## config.mk

```make
export PLATFORM = sky130hd
export DESIGN_NAME = serial_core
export DESIGN_NICKNAME = d
export VERILOG_FILES = /design/src/isa_pkg.sv /design/src/core_pkg.sv /design/src/bit_counter.sv /design/src/core_sequencer.sv /design/src/instr_decoder.sv /design/src/serial_regfile.sv /design/src/serial_alu.sv /design/src/store_buffer.sv /design/src/serial_core.sv
export SDC_FILE = /design/constraint.sdc
export NUM_CORES = 2
export LEC_CHECK = 0
export ABC_AREA = 1
export BUFFER_PORTS_ARGS = -buffer_cell sky130_fd_sc_hd__buf_2
export CORE_MARGIN = 2
export CORE_UTILIZATION = 35
export DETAILED_ROUTE_END_ITERATION = 7
export SLEW_MARGIN = 20
export SYNTH_ARGS = -nofsm -noshare
export SYNTH_HDL_FRONTEND = slang
export SYNTH_SLANG_ARGS = --single-unit
```

## constraint.sdc

```tcl
create_clock -name i_clk -period 22.4 [get_ports i_clk]
set_clock_uncertainty 0.1 [all_clocks]
set_input_delay 3.36 -clock i_clk [delete_from_list [all_inputs] [get_ports i_clk]]
set_output_delay 3.36 -clock i_clk [all_outputs]
set_load 0.02 [all_outputs]
```

## src/isa_pkg.sv

```systemverilog
package isa_pkg;

   typedef logic [31:0] instr_t;
   typedef logic [4:0]  reg_addr_t;

   // Major opcodes still decoded by the core
   typedef enum logic [6:0] {
      OPC_OP     = 7'b0110011,
      OPC_OP_IMM = 7'b0010011,
      OPC_LUI    = 7'b0110111,
      OPC_STORE  = 7'b0100011
   } opcode_e;

   localparam logic [2:0] F3_ADD = 3'b000;
   localparam logic [2:0] F3_XOR = 3'b100;
   localparam logic [2:0] F3_OR  = 3'b110;
   localparam logic [2:0] F3_AND = 3'b111;

   typedef enum logic [1:0] {
      ALU_ADD = 2'd0,
      ALU_XOR = 2'd1,
      ALU_OR  = 2'd2,
      ALU_AND = 2'd3
   } alu_op_e;

   typedef struct packed {
      alu_op_e   alu_op;
      logic      sub;
      logic      use_imm;
      logic      pass_imm;
      logic      rd_we;
      logic      is_store;
      reg_addr_t rd;
   } ctrl_t;

endpackage

```

## src/core_pkg.sv

```systemverilog
package core_pkg;

   import isa_pkg::*;

   localparam int XLEN = 32;

   typedef logic [XLEN-1:0] word_t;
   typedef logic [4:0]      bit_idx_t;

   localparam word_t RESET_PC = 32'h0000_0000;

   typedef enum logic [2:0] {
      FETCH_REQ = 3'd0,
      FETCH_REL = 3'd1,
      EXEC      = 3'd2,
      STORE_REQ = 3'd3,
      STORE_REL = 3'd4
   } seq_state_e;

   typedef struct packed {
      logic  req;
      word_t adr;
   } ibus_req_t;

   typedef struct packed {
      logic   ack;
      instr_t rdt;
   } ibus_rsp_t;

   typedef struct packed {
      logic  req;
      word_t adr;
      word_t dat;
   } dbus_req_t;

endpackage

```

## src/bit_counter.sv

```systemverilog
`timescale 1ns/10ps

module bit_counter
   import core_pkg::*;
(
   input  logic     i_clk,
   input  logic     i_rst,
   input  logic     i_cnt_en,
   output bit_idx_t o_cnt,
   output logic     o_cnt_first,
   output logic     o_cnt_done
);

   bit_idx_t cnt;

   // Wraps from 31 back to 0 at the end of each instruction
   always_ff @(posedge i_clk) begin
      if (i_rst) begin
         cnt <= '0;
      end else if (i_cnt_en) begin
         cnt <= cnt + bit_idx_t'(1);
      end
   end

   assign o_cnt       = cnt;
   assign o_cnt_first = (cnt == '0);
   assign o_cnt_done  = &cnt;

endmodule

```

## src/core_sequencer.sv

```systemverilog
`timescale 1ns/10ps

module core_sequencer
   import core_pkg::*;
(
   input  logic  i_clk,
   input  logic  i_rst,
   input  logic  i_ibus_ack,
   input  logic  i_dbus_ack,
   input  logic  i_cnt_done,
   input  logic  i_is_store,
   output logic  o_ibus_req,
   output word_t o_ibus_adr,
   output logic  o_dbus_req,
   output logic  o_cnt_en,
   output logic  o_instr_load,
   output logic  o_exec
);

   seq_state_e state;
   word_t      pc;
   logic       ibus_req;
   logic       dbus_req;

   always_ff @(posedge i_clk) begin
      if (i_rst) begin
         state    <= FETCH_REQ;
         pc       <= RESET_PC;
         ibus_req <= 1'b0;
         dbus_req <= 1'b0;
      end else begin
         case (state)
            FETCH_REQ: begin
               if (ibus_req && i_ibus_ack) begin
                  ibus_req <= 1'b0;
                  state    <= FETCH_REL;
               end else begin
                  ibus_req <= 1'b1;
               end
            end
            FETCH_REL: begin
               if (!i_ibus_ack) begin
                  state <= EXEC;
               end
            end
            EXEC: begin
               if (i_cnt_done) begin
                  pc <= pc + word_t'(4);
                  if (i_is_store) begin
                     dbus_req <= 1'b1;
                     state    <= STORE_REQ;
                  end else begin
                     ibus_req <= 1'b1;
                     state    <= FETCH_REQ;
                  end
               end
            end
            STORE_REQ: begin
               if (i_dbus_ack) begin
                  dbus_req <= 1'b0;
                  state    <= STORE_REL;
               end
            end
            STORE_REL: begin
               // Back to fetch once the data bus ack drops
               if (!i_dbus_ack) begin
                  ibus_req <= 1'b1;
                  state    <= FETCH_REQ;
               end
            end
            default: state <= FETCH_REQ;
         endcase
      end
   end

   assign o_ibus_req   = ibus_req;
   assign o_ibus_adr   = pc;
   assign o_dbus_req   = dbus_req;
   assign o_exec       = (state == EXEC);
   assign o_cnt_en     = (state == EXEC);
   assign o_instr_load = (state == FETCH_REQ) & ibus_req & i_ibus_ack;

endmodule

```

## src/instr_decoder.sv

```systemverilog
`timescale 1ns/10ps

module instr_decoder
   import core_pkg::*;
   import isa_pkg::*;
(
   input  logic      i_clk,
   input  logic      i_rst,
   input  logic      i_instr_load,
   input  instr_t    i_rdt,
   input  bit_idx_t  i_cnt,
   output ctrl_t     o_ctrl,
   output reg_addr_t o_rs1_addr,
   output reg_addr_t o_rs2_addr,
   output logic      o_imm_bit
);

   instr_t     instr;
   logic [2:0] funct3;
   word_t      imm;

   always_ff @(posedge i_clk) begin
      if (i_rst) begin
         instr <= '0;
      end else if (i_instr_load) begin
         instr <= i_rdt;
      end
   end

   assign funct3 = instr[14:12];

   always_comb begin
      o_ctrl          = '0;
      o_ctrl.rd       = instr[11:7];
      case (funct3)
         F3_XOR:  o_ctrl.alu_op = ALU_XOR;
         F3_OR:   o_ctrl.alu_op = ALU_OR;
         F3_AND:  o_ctrl.alu_op = ALU_AND;
         default: o_ctrl.alu_op = ALU_ADD;
      endcase
      // SLT and shift encodings fall through as no-ops
      case (instr[6:0])
         OPC_OP: begin
            o_ctrl.rd_we = (funct3 == F3_ADD) || (funct3 == F3_XOR) ||
                           (funct3 == F3_OR)  || (funct3 == F3_AND);
            o_ctrl.sub   = (funct3 == F3_ADD) & instr[30];
         end
         OPC_OP_IMM: begin
            o_ctrl.use_imm = 1'b1;
            o_ctrl.rd_we   = (funct3 == F3_ADD) || (funct3 == F3_XOR) ||
                             (funct3 == F3_OR)  || (funct3 == F3_AND);
         end
         OPC_LUI: begin
            o_ctrl.pass_imm = 1'b1;
            o_ctrl.rd_we    = 1'b1;
         end
         OPC_STORE: begin
            o_ctrl.alu_op   = ALU_ADD;
            o_ctrl.use_imm  = 1'b1;
            o_ctrl.is_store = 1'b1;
         end
         default: o_ctrl.rd_we = 1'b0;
      endcase
   end

   // I-type unless store or LUI
   always_comb begin
      case (instr[6:0])
         OPC_STORE: imm = {{20{instr[31]}}, instr[31:25], instr[11:7]};
         OPC_LUI:   imm = {instr[31:12], 12'h000};
         default:   imm = {{20{instr[31]}}, instr[31:20]};
      endcase
   end

   assign o_imm_bit  = imm[i_cnt];
   assign o_rs1_addr = instr[19:15];
   assign o_rs2_addr = instr[24:20];

endmodule

```

## src/serial_regfile.sv

```systemverilog
`timescale 1ns/10ps

module serial_regfile
   import core_pkg::*;
   import isa_pkg::*;
(
   input  logic      i_clk,
   input  logic      i_we,
   input  reg_addr_t i_rd_addr,
   input  reg_addr_t i_rs1_addr,
   input  reg_addr_t i_rs2_addr,
   input  bit_idx_t  i_cnt,
   input  logic      i_rd_bit,
   output logic      o_rs1_bit,
   output logic      o_rs2_bit
);

   // One bit per entry, indexed by {register, bit position}
   logic mem [0:32*XLEN-1];

   always_ff @(posedge i_clk) begin
      if (i_we && (i_rd_addr != '0)) begin
         mem[{i_rd_addr, i_cnt}] <= i_rd_bit;
      end
   end

   // x0 is never written, so its reads are forced low
   assign o_rs1_bit = (i_rs1_addr != '0) & mem[{i_rs1_addr, i_cnt}];
   assign o_rs2_bit = (i_rs2_addr != '0) & mem[{i_rs2_addr, i_cnt}];

endmodule

```

## src/serial_alu.sv

```systemverilog
`timescale 1ns/10ps

module serial_alu
   import isa_pkg::*;
(
   input  logic  i_clk,
   input  logic  i_rst,
   input  logic  i_en,
   input  logic  i_first,
   input  ctrl_t i_ctrl,
   input  logic  i_rs1_bit,
   input  logic  i_rs2_bit,
   input  logic  i_imm_bit,
   output logic  o_rd_bit
);

   logic op_b;
   logic add_b;
   logic carry_in;
   logic carry;
   logic sum;

   assign op_b     = i_ctrl.use_imm ? i_imm_bit : i_rs2_bit;
   // Subtract as rs1 + ~rs2 + 1
   assign add_b    = op_b ^ i_ctrl.sub;
   assign carry_in = i_first ? i_ctrl.sub : carry;
   assign sum      = i_rs1_bit ^ add_b ^ carry_in;

   always_ff @(posedge i_clk) begin
      if (i_rst) begin
         carry <= 1'b0;
      end else if (i_en) begin
         carry <= (i_rs1_bit & add_b) | (i_rs1_bit & carry_in) | (add_b & carry_in);
      end
   end

   always_comb begin
      if (i_ctrl.pass_imm) begin
         o_rd_bit = i_imm_bit;
      end else begin
         case (i_ctrl.alu_op)
            ALU_XOR: o_rd_bit = i_rs1_bit ^ op_b;
            ALU_OR:  o_rd_bit = i_rs1_bit | op_b;
            ALU_AND: o_rd_bit = i_rs1_bit & op_b;
            default: o_rd_bit = sum;
         endcase
      end
   end

endmodule

```

## src/store_buffer.sv

```systemverilog
`timescale 1ns/10ps

module store_buffer
   import core_pkg::*;
(
   input  logic  i_clk,
   input  logic  i_rst,
   input  logic  i_shift,
   input  logic  i_adr_bit,
   input  logic  i_dat_bit,
   output word_t o_adr,
   output word_t o_dat
);

   word_t adr;
   word_t dat;

   // LSB enters first and ends up in bit 0 after 32 shifts
   always_ff @(posedge i_clk) begin
      if (i_rst) begin
         adr <= '0;
         dat <= '0;
      end else if (i_shift) begin
         adr <= {i_adr_bit, adr[XLEN-1:1]};
         dat <= {i_dat_bit, dat[XLEN-1:1]};
      end
   end

   assign o_adr = adr;
   assign o_dat = dat;

endmodule

```

## src/serial_core.sv

```systemverilog
`timescale 1ns/10ps

module serial_core
   import core_pkg::*;
   import isa_pkg::*;
(
   input  logic      i_clk,
   input  logic      i_rst,
   output ibus_req_t o_ibus,
   input  ibus_rsp_t i_ibus,
   output dbus_req_t o_dbus,
   input  logic      i_dbus_ack
);

   word_t     ibus_adr;
   logic      ibus_req;
   logic      dbus_req;
   logic      cnt_en;
   logic      instr_load;
   logic      exec;
   bit_idx_t  cnt;
   logic      cnt_first;
   logic      cnt_done;
   ctrl_t     ctrl;
   reg_addr_t rs1_addr;
   reg_addr_t rs2_addr;
   logic      imm_bit;
   logic      rs1_bit;
   logic      rs2_bit;
   logic      rd_bit;
   word_t     st_adr;
   word_t     st_dat;

   assign o_ibus.req = ibus_req;
   assign o_ibus.adr = ibus_adr;
   assign o_dbus.req = dbus_req;
   assign o_dbus.adr = st_adr;
   assign o_dbus.dat = st_dat;

   core_sequencer u_sequencer (
      .i_clk        (i_clk          ),
      .i_rst        (i_rst          ),
      .i_ibus_ack   (i_ibus.ack     ),
      .i_dbus_ack   (i_dbus_ack     ),
      .i_cnt_done   (cnt_done       ),
      .i_is_store   (ctrl.is_store  ),
      .o_ibus_req   (ibus_req       ),
      .o_ibus_adr   (ibus_adr       ),
      .o_dbus_req   (dbus_req       ),
      .o_cnt_en     (cnt_en         ),
      .o_instr_load (instr_load     ),
      .o_exec       (exec           )
   );

   bit_counter u_counter (
      .i_clk       (i_clk     ),
      .i_rst       (i_rst     ),
      .i_cnt_en    (cnt_en    ),
      .o_cnt       (cnt       ),
      .o_cnt_first (cnt_first ),
      .o_cnt_done  (cnt_done  )
   );

   instr_decoder u_decoder (
      .i_clk        (i_clk       ),
      .i_rst        (i_rst       ),
      .i_instr_load (instr_load  ),
      .i_rdt        (i_ibus.rdt  ),
      .i_cnt        (cnt         ),
      .o_ctrl       (ctrl        ),
      .o_rs1_addr   (rs1_addr    ),
      .o_rs2_addr   (rs2_addr    ),
      .o_imm_bit    (imm_bit     )
   );

   // Result goes back to rd only for register-writing ops
   serial_regfile u_regfile (
      .i_clk      (i_clk               ),
      .i_we       (exec & ctrl.rd_we   ),
      .i_rd_addr  (ctrl.rd             ),
      .i_rs1_addr (rs1_addr            ),
      .i_rs2_addr (rs2_addr            ),
      .i_cnt      (cnt                 ),
      .i_rd_bit   (rd_bit              ),
      .o_rs1_bit  (rs1_bit             ),
      .o_rs2_bit  (rs2_bit             )
   );

   serial_alu u_alu (
      .i_clk     (i_clk     ),
      .i_rst     (i_rst     ),
      .i_en      (exec      ),
      .i_first   (cnt_first ),
      .i_ctrl    (ctrl      ),
      .i_rs1_bit (rs1_bit   ),
      .i_rs2_bit (rs2_bit   ),
      .i_imm_bit (imm_bit   ),
      .o_rd_bit  (rd_bit    )
   );

   // ALU result is the store address, rs2 the store data
   store_buffer u_store_buffer (
      .i_clk     (i_clk                 ),
      .i_rst     (i_rst                 ),
      .i_shift   (exec & ctrl.is_store  ),
      .i_adr_bit (rd_bit                ),
      .i_dat_bit (rs2_bit               ),
      .o_adr     (st_adr                ),
      .o_dat     (st_dat                )
   );

endmodule

```

==> results by group <==
Status
  • Status: finished with violations
  • Violated checks: DRC

Clocking
  • Num CTS Buffers: between 100 and 150
  • CTS sink cnt: between 1000 and 1500
  • CTS tree: built
  • Buffers inserted by post-CTS timing repair: 0
  • H-tree depth: 3
  • Clock transition at the registers of the reported paths: ~0.060 ns
  • Longest Clk Path Bufs: 3
  • CTS Hold Bufs: 0
  • Clk Latency, worst-skew pair: between 0.7 and 0.8 ns
  • Post-CTS resize count: 0
  • CTS root buf: clkbuf_16

Finish
  • Fill cell count: about 15000
  • Layout cell share with drive strength beyond 1: 0.0746
  • Non-filler cells, final: roughly 8000
  • Multi-input gate area: between 0.015 and 0.02 sq mm
  • Register area: about 0.033 sq mm
  • Area growth syn-to-layout: 11.9%
  • Fin nets: approximately 5900
  • Final instance area: ~0.059 sq mm

STA
  • Fin crit share: 0.429
  • Fmax: 104 MHz
  • RSZ-0062 raised after global routing: no
  • Final Hold Vio Count: 0
  • Setup TNS: 0 ns
  • Slew headroom: 0.179
  • Setup violators final: 0
  • Final Max Tran Viols: 0
  • Worst-Margin Slew: about 1.2 ns
  • Crit path time final: 9.62 ns

Worst setup path
  • Worst-path fanout max: between 150 and 200
  • Setup crit end kind: flop
  • CP Class: reg2reg
  • Slowest stage cell, crit path: buf_4
  • Cell mode on critical path: nand2_1
  • Critical Path RT: ~23 ns
  • CP Launch Type: flop
  • FF-to-FF path depth: 28
  • Reg2reg end: u_regfile.mem[31]
  • R2R Setup Slk: between 10 and 15 ns
  • CP peak stage delay: ~0.8 ns
  • Reg2reg start: u_counter.o_cnt[0]
  • Buffers & Inverters on Critical Path: 8
  • CP Depth: 28
  • CP top delay family: buffers and inverters
  • CP arrival: 9.93 ns

Global routing
  • Initial antenna violation count: 3
  • Gr ovfl total: 0
  • Largest net degree at the start of global routing: 290
  • Vias in the first global route: between 30000 and 40000
  • Global-route wire length before repair: between 200000 and 250000 microns
  • Overall global routing resource usage: 0.216

Yosys
  • Cell Area, Synth: between 0.05 and 0.06 sq mm
  • Register area share after synthesis: 0.634
  • Yosys reg bits: roughly 1200
  • Unique masters post-synth: 46
  • Post-synth ARST share: 0
  • Main synth FF type: edfxtp_1
  • Yosys warning count: 0
  • Post-synthesis area per instance: about 9 sq um
  • Synthesized instance count: just under 6000
  • Post-synth EDFFs: approximately 1000

Placed design
  • Placed Cells: approximately 7800
  • Post-DP Area: ~0.055 sq mm
  • Hpwl dp: about 94000 microns
  • GP Congestion: between 0.9 and 1
  • IO Port Bufs: approximately 130

Power
  • Leakage: roughly 0.022 uW
  • Peak supply drop: roughly 0.23 mV
  • PwrDens: 124 mW/mm^2

Worst hold path
  • Min-Delay Path Class: reg2reg
  • WHS Path Cells: 2
  • Worst Hold Path EP: u_decoder.instr[26]
  • Worst Hold Launch: u_decoder.instr[26]

Routing
  • DRT antenna net count: 0
  • DRC violation count after routing: 5
  • Detailed Routing Iterations Pass 1: 8
  • Vias per cell: 5.21
  • Initial DRC count: ~5400
  • Final WL: approximately 170000 microns
  • Via count: between 40000 and 50000
  • Drt wl/cell: 21.3 microns

Run
  • Maxcap violations: 0

Floorplanning
  • Num rows: roughly 140
  • Starting Density: 0.353
  • Die height: just under 400 microns
  • Die area: 0.154 sq mm
  • Die W: 393 microns
  • I/O Pins: between 100 and 150
  • Core ar.: 0.150 sq mm
-- registers in the layout (all words and copies together) (netlist names) --
name	flops
u_alu.carry	1
u_counter.o_cnt	5
u_decoder.instr	32
u_regfile.mem	1024
u_sequencer.o_dbus_req	1
u_sequencer.o_ibus_adr	30
u_sequencer.o_ibus_req	1
u_sequencer.state	3
u_store_buffer.o_adr	32
u_store_buffer.o_dat	32
-- per-layer routing --
metal / global-route usage / up-vias / routed length, microns
met3: 0.0387 / 450 / 16600
li1: - / 18944 / -
met4: 0.0950 / 0 / 7740
met5: 0 / - / 0
met1: 0.285 / 20168 / 67400
met2: 0.347 / 2053 / 78400
-- where the power goes --
group / switching, uW / internal [uW]
Clock: 864 / 1110
Combinational: 1560 / 317
Sequential: 50.8 / 3420
Total: 2470 / 4840
-- layout by cell type, fill, tap and decap left out, types with 8 or more instances in the layout --
| cell type | count |
|---|---|
| conb_1 | 34 |
| clkbuf_1 | 26 |
| nand2_2 | 31 |
| a21oi_1 | 75 |
| edfxtp_1 | 1024 |
| clkinv_1 | 41 |
| buf_2 | 131 |
| dfxtp_1 | 135 |
| o21ai_0 | 353 |
| ha_1 | 8 |
| o21ai_1 | 16 |
| nor2_1 | 1692 |
| clkinv_2 | 18 |
| buf_4 | 73 |
| o2bb2ai_1 | 9 |
| nand2_1 | 1341 |
| nor2_4 | 13 |
| o22ai_1 | 14 |
| nand3_1 | 300 |
| bufinv_16 | 10 |
| nor3_1 | 30 |
| a22oi_1 | 8 |
| clkbuf_16 | 120 |
| inv_1 | 381 |
-- per-stage QoR --
stage                     total power (uW)  utilization  hold WS [ns]  setup slack (ns)
after floorplan                       4440            -         0.329              4.89
after global placement                5310        0.369         0.340             13.52
after detailed placement              5330        0.369         0.353             13.48
after CTS                             7280        0.394         0.363             13.43
after global routing                  7590        0.395         0.385             12.27
final                                 7320        0.395         0.362             12.78
-- synthesized netlist by cell type (6+ instances only) --
master     number  area (sq um)
nor2_1       1700          6380
o2bb2ai_1       9          78.8
inv_2           6          22.5
o21ai_1        16          80.1
a22oi_1         8          60.1
nand3_1       302          1510
clkbuf_1      280          1050
edfxtp_1     1024         30700
o22ai_1        14          87.6
a21oi_1        75           375
buf_2          61           305
o21ai_0       353          1770
buf_4          19           143
buf_1          30           113
nor3_1         30           150
dfxtp_1       137          2740
inv_1         383          1440
ha_1            8           100
nand2_1      1368          5130
clkinv_1       10          37.5
-- cell families (layout without fill, tap and decap cells) --
logic type,after synthesis,in the layout,synth area share
buffers and inverters,794,830,0.0599
other,1,37,0.0000709
AND/OR/NAND/NOR,3430,3430,0.254
multiplexers,2,2,0.000402
adder cells (fa/ha/maj),9,9,0.00227
flip-flops,1161,1161,0.634
AO/OA/AOI/OAI,498,498,0.0496
XOR/XNOR,1,1,0.000166
-- cell type report --
type,count,share of cell area
Clock buffer,150,0.0532
Timing Repair Buffer,211,0.0228
Inverter,399,0.0256
Tap cell,2016,0.0426
Multi-Input combinational cell,3974,0.279
Clock inverter,70,0.0106
Sequential cell,1161,0.566
Antenna cell,3,0.000127
-- tightest hold or removal path: stages, from the launching register on --
cell and delay, ns:
dfxtp_1 0.30, inv_1 0.06, a21oi_1 0.05
-- worst max path at each step --
stage | endpoint | slack, ns | startpoint
after floorplan | u_regfile.mem[0] | 4.89 | u_counter.o_cnt[0]
after global placement | u_regfile.mem[18] | 13.52 | u_counter.o_cnt[0]
after detailed placement | u_regfile.mem[10] | 13.48 | u_counter.o_cnt[0]
after CTS | u_regfile.mem[18] | 13.43 | u_counter.o_cnt[0]
after global routing | u_regfile.mem[309] | 12.27 | u_counter.o_cnt[0]
final | u_regfile.mem[31] | 12.78 | u_counter.o_cnt[0]
No activity file was read; power rests on OpenSTA's default activity.
